$ cat src/include/icache_consts.svh
`ifndef ICACHE_CONSTS_SVH
`define ICACHE_CONSTS_SVH

// physical address split: | tag 31..10 | index 9..4 | offset 3..0 |
`define ADDR_W    32
`define OFFSET_W  4
`define INDEX_W   6
`define TAG_W     22

// geometry
`define SETS      64
`define WAYS      2

// data paths
`define DATA_W    64   // bus beat and fetch word
`define LINE_W    128  // two words per line
`define BEATS     2    // beats per line fill

`endif

$ cat src/design/icache_pkg.sv
`default_nettype none

`include "icache_consts.svh"

package icache_pkg;

  // cache controller states
  typedef enum logic [2:0] {
    IDLE,    // ready for a fetch
    LOOKUP,  // tag compare on the registered address
    HIT,     // data read and response
    REQ,     // burst address on the bus
    FILL     // collecting beats
  } cache_state_e;

  // who holds the shared read bus
  typedef enum logic [1:0] {
    NONE,
    PORT0,
    PORT1
  } arb_owner_e;

  // address fields
  typedef logic [`TAG_W-1:0]   tag_t;
  typedef logic [`INDEX_W-1:0] index_t;

endpackage

`default_nettype wire

$ cat src/design/mem_rd_if.sv
`default_nettype none

`include "icache_consts.svh"

// burst read channel between one cache and the arbiter
interface mem_rd_if;
  logic                ar_valid;
  logic                ar_ready;
  logic [`ADDR_W-1:0]  ar_addr;   // line aligned
  logic                r_valid;
  logic                r_ready;
  logic [`DATA_W-1:0]  r_data;
  logic                r_last;    // second beat of the line

  modport master (
    output ar_valid, ar_addr, r_ready,
    input  ar_ready, r_valid, r_data, r_last
  );

  modport slave (
    input  ar_valid, ar_addr, r_ready,
    output ar_ready, r_valid, r_data, r_last
  );
endinterface

`default_nettype wire

$ cat src/design/bus_arbiter.sv
`default_nettype none

`include "icache_consts.svh"

module bus_arbiter (
  input  wire logic               clk,
  input  wire logic               rst,
  mem_rd_if.slave                 m0,
  mem_rd_if.slave                 m1,
  output logic                    mem_ar_valid_o,
  input  wire logic               mem_ar_ready_i,
  output logic [`ADDR_W-1:0]      mem_ar_addr_o,
  input  wire logic               mem_r_valid_i,
  output logic                    mem_r_ready_o,
  input  wire logic [`DATA_W-1:0] mem_r_data_i,
  input  wire logic               mem_r_last_i
);
  import icache_pkg::*;

  arb_owner_e owner_q;
  logic       last_q;      // 1 when port 1 had the last burst
  logic       own0;
  logic       own1;
  logic       burst_done;

  assign own0       = (owner_q == PORT0);
  assign own1       = (owner_q == PORT1);
  assign burst_done = mem_r_valid_i & mem_r_ready_o & mem_r_last_i;

  always_ff @(posedge clk) begin
    if (rst) begin
      owner_q <= NONE;
      last_q  <= 1'b1;  // port 0 wins the first tie
    end else begin
      case (owner_q)
        NONE: begin
          if (m0.ar_valid && m1.ar_valid) begin
            owner_q <= last_q ? PORT0 : PORT1;
          end else if (m0.ar_valid) begin
            owner_q <= PORT0;
          end else if (m1.ar_valid) begin
            owner_q <= PORT1;
          end
        end
        default: begin
          // hold the bus until the last beat is taken
          if (burst_done) begin
            owner_q <= NONE;
            last_q  <= own1;
          end
        end
      endcase
    end
  end

  // address channel to the owner only
  assign mem_ar_valid_o = (own0 & m0.ar_valid) | (own1 & m1.ar_valid);
  assign mem_ar_addr_o  = own1 ? m1.ar_addr : m0.ar_addr;
  assign m0.ar_ready    = own0 & mem_ar_ready_i;
  assign m1.ar_ready    = own1 & mem_ar_ready_i;

  // read channel
  assign mem_r_ready_o = (own0 & m0.r_ready) | (own1 & m1.r_ready);
  assign m0.r_valid    = own0 & mem_r_valid_i;
  assign m1.r_valid    = own1 & mem_r_valid_i;
  assign m0.r_data     = mem_r_data_i;  // qualified by r_valid
  assign m1.r_data     = mem_r_data_i;
  assign m0.r_last     = mem_r_last_i;
  assign m1.r_last     = mem_r_last_i;

endmodule

`default_nettype wire

$ cat src/flat_wrapper.sv
// flat-port wrapper written by rule: the top's interface ports become plain ports
module bus_arbiter_flat import icache_pkg::*;
  (clk, rst, mem_ar_valid_o, mem_ar_ready_i, mem_ar_addr_o, mem_r_valid_i, mem_r_ready_o, mem_r_data_i, mem_r_last_i, m0_ar_valid, m0_ar_addr, m0_r_ready, m0_ar_ready, m0_r_valid, m0_r_data, m0_r_last, m1_ar_valid, m1_ar_addr, m1_r_ready, m1_ar_ready, m1_r_valid, m1_r_data, m1_r_last);
  mem_rd_if m0_i ();
  mem_rd_if m1_i ();
  input  wire logic clk;
  input  wire logic rst;
  output logic mem_ar_valid_o;
  input  wire logic mem_ar_ready_i;
  output logic [`ADDR_W-1:0] mem_ar_addr_o;
  input  wire logic mem_r_valid_i;
  output logic mem_r_ready_o;
  input  wire logic [`DATA_W-1:0] mem_r_data_i;
  input  wire logic mem_r_last_i;
  input wire logic [$bits(m0_i.ar_valid)-1:0] m0_ar_valid;
  input wire logic [$bits(m0_i.ar_addr)-1:0] m0_ar_addr;
  input wire logic [$bits(m0_i.r_ready)-1:0] m0_r_ready;
  output wire logic [$bits(m0_i.ar_ready)-1:0] m0_ar_ready;
  output wire logic [$bits(m0_i.r_valid)-1:0] m0_r_valid;
  output wire logic [$bits(m0_i.r_data)-1:0] m0_r_data;
  output wire logic [$bits(m0_i.r_last)-1:0] m0_r_last;
  input wire logic [$bits(m1_i.ar_valid)-1:0] m1_ar_valid;
  input wire logic [$bits(m1_i.ar_addr)-1:0] m1_ar_addr;
  input wire logic [$bits(m1_i.r_ready)-1:0] m1_r_ready;
  output wire logic [$bits(m1_i.ar_ready)-1:0] m1_ar_ready;
  output wire logic [$bits(m1_i.r_valid)-1:0] m1_r_valid;
  output wire logic [$bits(m1_i.r_data)-1:0] m1_r_data;
  output wire logic [$bits(m1_i.r_last)-1:0] m1_r_last;
  assign m0_i.ar_valid = m0_ar_valid;
  assign m0_i.ar_addr = m0_ar_addr;
  assign m0_i.r_ready = m0_r_ready;
  assign m0_ar_ready = m0_i.ar_ready;
  assign m0_r_valid = m0_i.r_valid;
  assign m0_r_data = m0_i.r_data;
  assign m0_r_last = m0_i.r_last;
  assign m1_i.ar_valid = m1_ar_valid;
  assign m1_i.ar_addr = m1_ar_addr;
  assign m1_i.r_ready = m1_r_ready;
  assign m1_ar_ready = m1_i.ar_ready;
  assign m1_r_valid = m1_i.r_valid;
  assign m1_r_data = m1_i.r_data;
  assign m1_r_last = m1_i.r_last;
  bus_arbiter u_core (.clk(clk), .rst(rst), .m0(m0_i), .m1(m1_i), .mem_ar_valid_o(mem_ar_valid_o), .mem_ar_ready_i(mem_ar_ready_i), .mem_ar_addr_o(mem_ar_addr_o), .mem_r_valid_i(mem_r_valid_i), .mem_r_ready_o(mem_r_ready_o), .mem_r_data_i(mem_r_data_i), .mem_r_last_i(mem_r_last_i));
endmodule
$ cat config.mk
export PLATFORM = sky130hd
export DESIGN_NAME = bus_arbiter_flat
export DESIGN_NICKNAME = d
export VERILOG_FILES = /design/src/design/icache_pkg.sv /design/src/design/mem_rd_if.sv /design/src/design/bus_arbiter.sv /design/src/flat_wrapper.sv
export VERILOG_INCLUDE_DIRS = /design/src /design/src/include
export SDC_FILE = /design/constraint.sdc
export NUM_CORES = 1
export LEC_CHECK = 0
export BUFFER_PORTS_ARGS = -buffer_cell sky130_fd_sc_hd__buf_2
export CAP_MARGIN = 10
export CORE_AREA = 4 4 116 118
export CTS_BUF_LIST = sky130_fd_sc_hd__clkbuf_4 sky130_fd_sc_hd__clkbuf_8
export DETAILED_ROUTE_END_ITERATION = 10
export DIE_AREA = 0 0 120 122
export PLACE_DENSITY = 0.52
export SLEW_MARGIN = 40
export SYNTH_ARGS = -nofsm -noshare
export SYNTH_HDL_FRONTEND = slang
export SYNTH_SLANG_ARGS = --single-unit
export TNS_END_PERCENT = 1
$ cat constraint.sdc
create_clock -name clk -period 1.7 [get_ports clk]
set_input_delay 0.085 -clock clk [delete_from_list [all_inputs] [get_ports clk]]
set_output_delay 0.085 -clock clk [all_outputs]
set_load 0.02 [all_outputs]
# Yosys cells after proc, flatten, opt, wreduce, memory -nomap -nowiden
# Index checks and enable logic that the tools add are counted.
dict set report word_totals {
  register_bits 3
  in_bits 137
  out_inout_bits 168
  wordCells 30
}
dict set report op_classes {
  n_eq_ne 3
  mux 7
  n_bitwise 13
  reduce_logical 5
}
# op count
set op_table {}
lappend op_table {{$mux W32} 1}
lappend op_table {{$mux W2} 6}
lappend op_table {{$and A1 B1 Y1} 10}
lappend op_table {{$ne A4 B3 Y1 const B} 1}
lappend op_table {{$reduce_and A2 Y1} 2}
lappend op_table {{$eq A2 B1 Y1 const B} 1}
lappend op_table {{$eq A2 B2 Y1 const B} 1}
lappend op_table {{$logic_not A2 Y1} 1}
lappend op_table {{$or A1 B1 Y1} 2}
lappend op_table {{$reduce_bool A2 Y1} 1}
lappend op_table {{$logic_and A1 B1 Y1} 1}
lappend op_table {{$not A1 Y1} 1}

# Longest topological paths before layout
dict set report logic_depth {
  word_depth 7
  depth_mapped 6
}

# Worst setup path before layout
# OpenSTA, ideal clock, no wires.
dict set report synth_timing {
  path_kind {reg-to-output}
  startpoint {reg u_core.owner_q[0]}
  endpoint {out mem_ar_addr_o[0]}
  t_arrival_ps 1039
  t_required_ps 1615
  slack_ps 576
  path_stages_with_launch 7
  n_path_buf 3
  cell_sequence {dfxtp_1 -> buf_6 -> nand2b_1 -> buf_2 -> buf_2 -> nand2_1 -> nand2_1}
}
dict set report synth_between {
  elab_chain_cells 2
}
# element line
set synth_lines {}
lappend synth_lines {{start, declared} bus_arbiter.sv:20} ;# arb_owner_e owner_q;
lappend synth_lines {{start signal, assigned} bus_arbiter.sv:38} ;# owner_q <= last_q ? PORT0 : PORT1;
lappend synth_lines {{$eq A2 B2 Y1} bus_arbiter.sv:27} ;# assign own1 = (owner_q == PORT1);
lappend synth_lines {{$mux W32} bus_arbiter.sv:58} ;# assign mem_ar_addr_o = own1 ? m1.ar_addr : m0.ar_addr;
lappend synth_lines {{end, declared} flat_wrapper.sv:10} ;# output logic [`ADDR_W-1:0] mem_ar_addr_o;
# No other way between the ends.

# Final worst setup path
dict set report layout_timing {
  startpoint {reg u_core.owner_q[1]}
  endpoint {out mem_ar_valid_o}
}
dict set report layout_between {
  elab_chain_cells 3
  elab_cells_between_ends 5
}
# element line
set layout_lines {}
lappend layout_lines {{$eq A2 B1 Y1 or $eq A2 B2 Y1 (tied branches)} {bus_arbiter.sv:26, bus_arbiter.sv:27}}
lappend layout_lines {{$and A1 B1 Y1} bus_arbiter.sv:57} ;# assign mem_ar_valid_o = (own0 & m0.ar_valid) | (own1 & m1.ar_valid);
lappend layout_lines {{$or A1 B1 Y1 *} bus_arbiter.sv:57}
lappend layout_lines {{end, declared} flat_wrapper.sv:8} ;# output logic mem_ar_valid_o;
# Every way passes the cells marked *; elsewhere a longest branch is shown, timed or not.

==> reports/qor.csv <==
stage;metric;value;unit
outcome;status;finished clean;
sta;grt_setup_unrepaired;no;
synth;yosys.cell_types.count;22;
floorplan;die_width;120;µm
clocking;htree_num_levels;1;
cells_and_area;final.fill_count;1490;
floorplan;die-height;122;µm
worst_setup_path;r2r-end;u_core.last_q;
synth;syn-cell-area;1630;µm²
clocking;worstSkewPairLatency;0.22;ns
synth;synth_largest_area_cell;sky130_fd_sc_hd__buf_4;
clocking;clockBufferDepth;2;
placed_design;place_worst_setup_slack;0.316;ns
synth;yosys_register_bits;3;
floorplan;ioPinCount;305;
hold_path;min_to;u_core.owner_q[1];
floorplan;num_rows;41;
floorplan;fp.dieArea;14600;µm²
sta;part_of_the_cycle_the_worst_path_needs;87.1;%
clocking;cts.root.buffer_cell;sky130_fd_sc_hd__clkbuf_8;
synth;dominant_cells_by_area_after_synthesis;sky130_fd_sc_hd__buf_4 (61%), sky130_fd_sc_hd__nand2_1 (23%), sky130_fd_sc_hd__dfxtp_1 (3.7%);
pwr;power.density;501;nW/µm²
pwr;power.static_leakage;0.861;nW
detailed_routing;first_pass_iters;4;
synth;yosys_warnings;0;
hold_path;holdCritStartpoint;rst;
global_routing;grt_first_pass_wirelength;6.71;mm
global_routing;grt_util_all_layers;5.69;%
cells_and_area;finalNonFillerCells;414;
placed_design;place_hpwl;3.78;mm
run;cap_violations;0;
global_routing;grt_antenna_before_repair;0;
worst_setup_path;ff2ff_path_depth;4;
floorplan;starting_density_of_the_core;13.1;%
hold_path;worstHoldPathType;input port to flip-flop;
clocking;postCtsHoldBufs;0;
synth;synth_fp_nets;399;
detailed_routing;detail_route.iter0.violations;45;
cells_and_area;drive_gt1_share;50.8;%
worst_setup_path;crit_arrival;1.40;ns
placed_design;gp_congestion;0.767;
pwr;power.clock.fraction;31.0;%
worst_setup_path;crit_path_max_fanout;36;
placed_design;post-place-cells;410;
pwr;pwr-share-seq;11.9;%
detailed_routing;wire_per_inst;11.1;µm
cells_and_area;layout.core_utilization;11.7;%
sta;setup-violations-final;0;
placed_design;buffer_ports.inserted;112;
detailed_routing;route.vias.total;1297;
detailed_routing;drt-vias-per-instance;3.13;
pwr;power.switching;0.303;mW
sta;timing.final.ws_setup;0.219;ns
hold_path;timing.hold.worst_path_depth;2;
cells_and_area;synthToLayoutAreaGrowth;-11.0;%
pwr;share_comb_of_total_power;57.1;%
detailed_routing;drtAntennaViolNets;0;
global_routing;largest_net_degree_at_the_start_of_global_routing;37;
sta;setup_total_negative_slack;0;ns
sta;worstMarginPinSlew;0.229;ns
worst_setup_path;regToRegStartpoint;u_core.owner_q[0];
floorplan;fp.coreArea;12500;µm²
worst_setup_path;worst-setup-path-type;flip-flop to output pin;
synth;yosysSeqAreaShare;3.68;%
detailed_routing;post-route-drc-count;0;
clocking;cts.sinks;3;
synth;synth_top_area_share;61.1;%
worst_setup_path;r2r_setup_slack;0.49;ns
pwr;power.share.switching;41.6;%
cells_and_area;number_of_nets_in_the_layout;380;
worst_setup_path;crit_path_end_kind;output pin;
sta;fmax;675;MHz
sta;slew_viol_final;0;
pwr;total_power;0.729;mW
worst_setup_path;worst_setup_path_start_kind;flip-flop;
clocking;cts_tree;done;
clocking;clk_pin_slew_worst_paths;0.03;ns
global_routing;first_global_vias;1301;
global_routing;grt.overflow.total;0;
synth;avgSynthCellArea;6.24;µm²
cells_and_area;antenna_diodes;0;
clocking;tritoncts.num_buffers;3;
pwr;cell_internal_pwr;0.426;mW
pwr;vdd_ir_drop_max;0.364;mV
sta;fin_hold_viols;0;
worst_setup_path;worst-endpoint-required;1.62;ns
synth;post_synth_inst_count;262;
sta;min_period;1.48;ns
detailed_routing;drt_wl_total;4.58;mm
sta;worst_slew_margin_rel;84.7;%
sta;fin_worst_skew;0.000289;ns
flip-flops by register name (all words and copies together), names as in the netlist:
| signal | count |
|---|---|
| u_core.last_q | 1 |
| u_core.owner_q | 2 |
cells by family after synthesis:
kind of cell | count (synthesis) | synth area share, %
buffers and inverters | 140 | 63.9
AOI/OAI and AO/OA | 8 | 4.06
and+or+nand+nor | 111 | 28.3
DFF | 3 | 3.68
power by group through the flow:
stage	sequential, mW	combinational (mW)	clock, mW
after detailed placement	0.0869	0.420	0
after global routing	0.0883	0.459	0.244
after floorplan	0.0799	0.691	0
after global placement	0.0867	0.422	0
final	0.0865	0.416	0.226
after CTS	0.0860	0.422	0.230
worst max-delay path by stage:
| stage | from | end | slack, ns | cells past startpoint |
|---|---|---|---|---|
| detailed placement | u_core.owner_q[0] | mem_ar_addr_o[7] | 0.32 | 5 |
| floorplan | u_core.owner_q[0] | mem_ar_addr_o[0] | 0.58 | 6 |
| finish | u_core.owner_q[1] | mem_ar_valid_o | 0.22 | 4 |
| CTS | u_core.owner_q[0] | mem_ar_addr_o[7] | 0.08 | 5 |
| global placement | u_core.owner_q[0] | mem_ar_addr_o[7] | 0.34 | 5 |
| global route | u_core.owner_q[0] | mem_ar_addr_o[8] | 0.07 | 5 |
cells in the mapped netlist:
| cell type | count |
|---|---|
| sky130_fd_sc_hd__and3b_1 | 2 |
| sky130_fd_sc_hd__o21ai_0 | 1 |
| sky130_fd_sc_hd__dfxtp_1 | 3 |
| sky130_fd_sc_hd__and2b_1 | 1 |
| sky130_fd_sc_hd__inv_1 | 1 |
| sky130_fd_sc_hd__buf_2 | 4 |
| sky130_fd_sc_hd__nand2b_1 | 2 |
| sky130_fd_sc_hd__nand2_1 | 98 |
| sky130_fd_sc_hd__and2_1 | 2 |
| sky130_fd_sc_hd__or2_1 | 1 |
| sky130_fd_sc_hd__a21oi_1 | 3 |
| sky130_fd_sc_hd__nor2b_4 | 1 |
| sky130_fd_sc_hd__nor3_1 | 1 |
| sky130_fd_sc_hd__a22o_1 | 1 |
| sky130_fd_sc_hd__nor2b_1 | 1 |
| sky130_fd_sc_hd__a211oi_1 | 1 |
| sky130_fd_sc_hd__buf_6 | 2 |
| sky130_fd_sc_hd__o211ai_2 | 1 |
| sky130_fd_sc_hd__and4_1 | 1 |
| sky130_fd_sc_hd__buf_4 | 133 |
| sky130_fd_sc_hd__a22o_4 | 1 |
| sky130_fd_sc_hd__nand3_1 | 1 |
metal layers:
layer  global-route usage (%)  vias up  wire length (µm)
li1                         -      626                 -
met1                     5.50      496              1360
met2                     8.57      113              2040
met3                     2.32       62               687
met4                     6.66        0               489
met5                        0        -                 0
layout by cell type, fill, tap and decap left out:
master	instances
sky130_fd_sc_hd__buf_2	112
sky130_fd_sc_hd__nand2_1	98
sky130_fd_sc_hd__nand2b_1	2
sky130_fd_sc_hd__nor3_1	1
sky130_fd_sc_hd__a22o_1	1
sky130_fd_sc_hd__inv_1	1
sky130_fd_sc_hd__nor2b_4	1
sky130_fd_sc_hd__and2_1	2
sky130_fd_sc_hd__and4_1	1
sky130_fd_sc_hd__a211oi_1	1
sky130_fd_sc_hd__nand3_1	1
sky130_fd_sc_hd__or2_1	1
sky130_fd_sc_hd__buf_12	1
sky130_fd_sc_hd__o211ai_2	1
sky130_fd_sc_hd__dfxtp_1	2
sky130_fd_sc_hd__nor2b_1	1
sky130_fd_sc_hd__clkbuf_8	3
sky130_fd_sc_hd__and2b_1	1
sky130_fd_sc_hd__dfxtp_2	1
sky130_fd_sc_hd__and3b_1	2
sky130_fd_sc_hd__o21ai_0	1
sky130_fd_sc_hd__a21oi_1	3
sky130_fd_sc_hd__clkbuf_4	1
sky130_fd_sc_hd__a22o_4	1
sky130_fd_sc_hd__buf_4	2
metrics by stage:
| stage | hold WS, ns | cell area (µm²) |
|---|---|---|
| 6_report | 0.0644 | 1450 |
| 5_1_grt | 0.0643 | 1450 |
| 4_1_cts | 0.0587 | 1450 |
| 3_5_place_dp | 0.170 | 1400 |
| 3_3_place_gp | 0.170 | 1400 |
| 2_1_floorplan | 0.154 | 1630 |
layout make-up:
type,count,area [µm²],area share (%)
sequential,3,61.3,4.22
tap,172,215,14.8
clock buffer,4,48.8,3.36
timing repair buffer,115,596,41.0
multi-input combinational,119,529,36.4
inverter,1,3.75,0.258
critical path: stages, from the launching register on:
cell and delay, ns:
sky130_fd_sc_hd__dfxtp_1 0.43, sky130_fd_sc_hd__nor2b_4 0.21, sky130_fd_sc_hd__buf_12 0.20, sky130_fd_sc_hd__a22o_1 0.17
sky130_fd_sc_hd__buf_2 0.16
repair_timing:
item,CTS,global route
setup endpoints to repair,0,22
resized for setup,0,1
setup buffers,0,0
No activity file was read; power rests on OpenSTA's default activity.
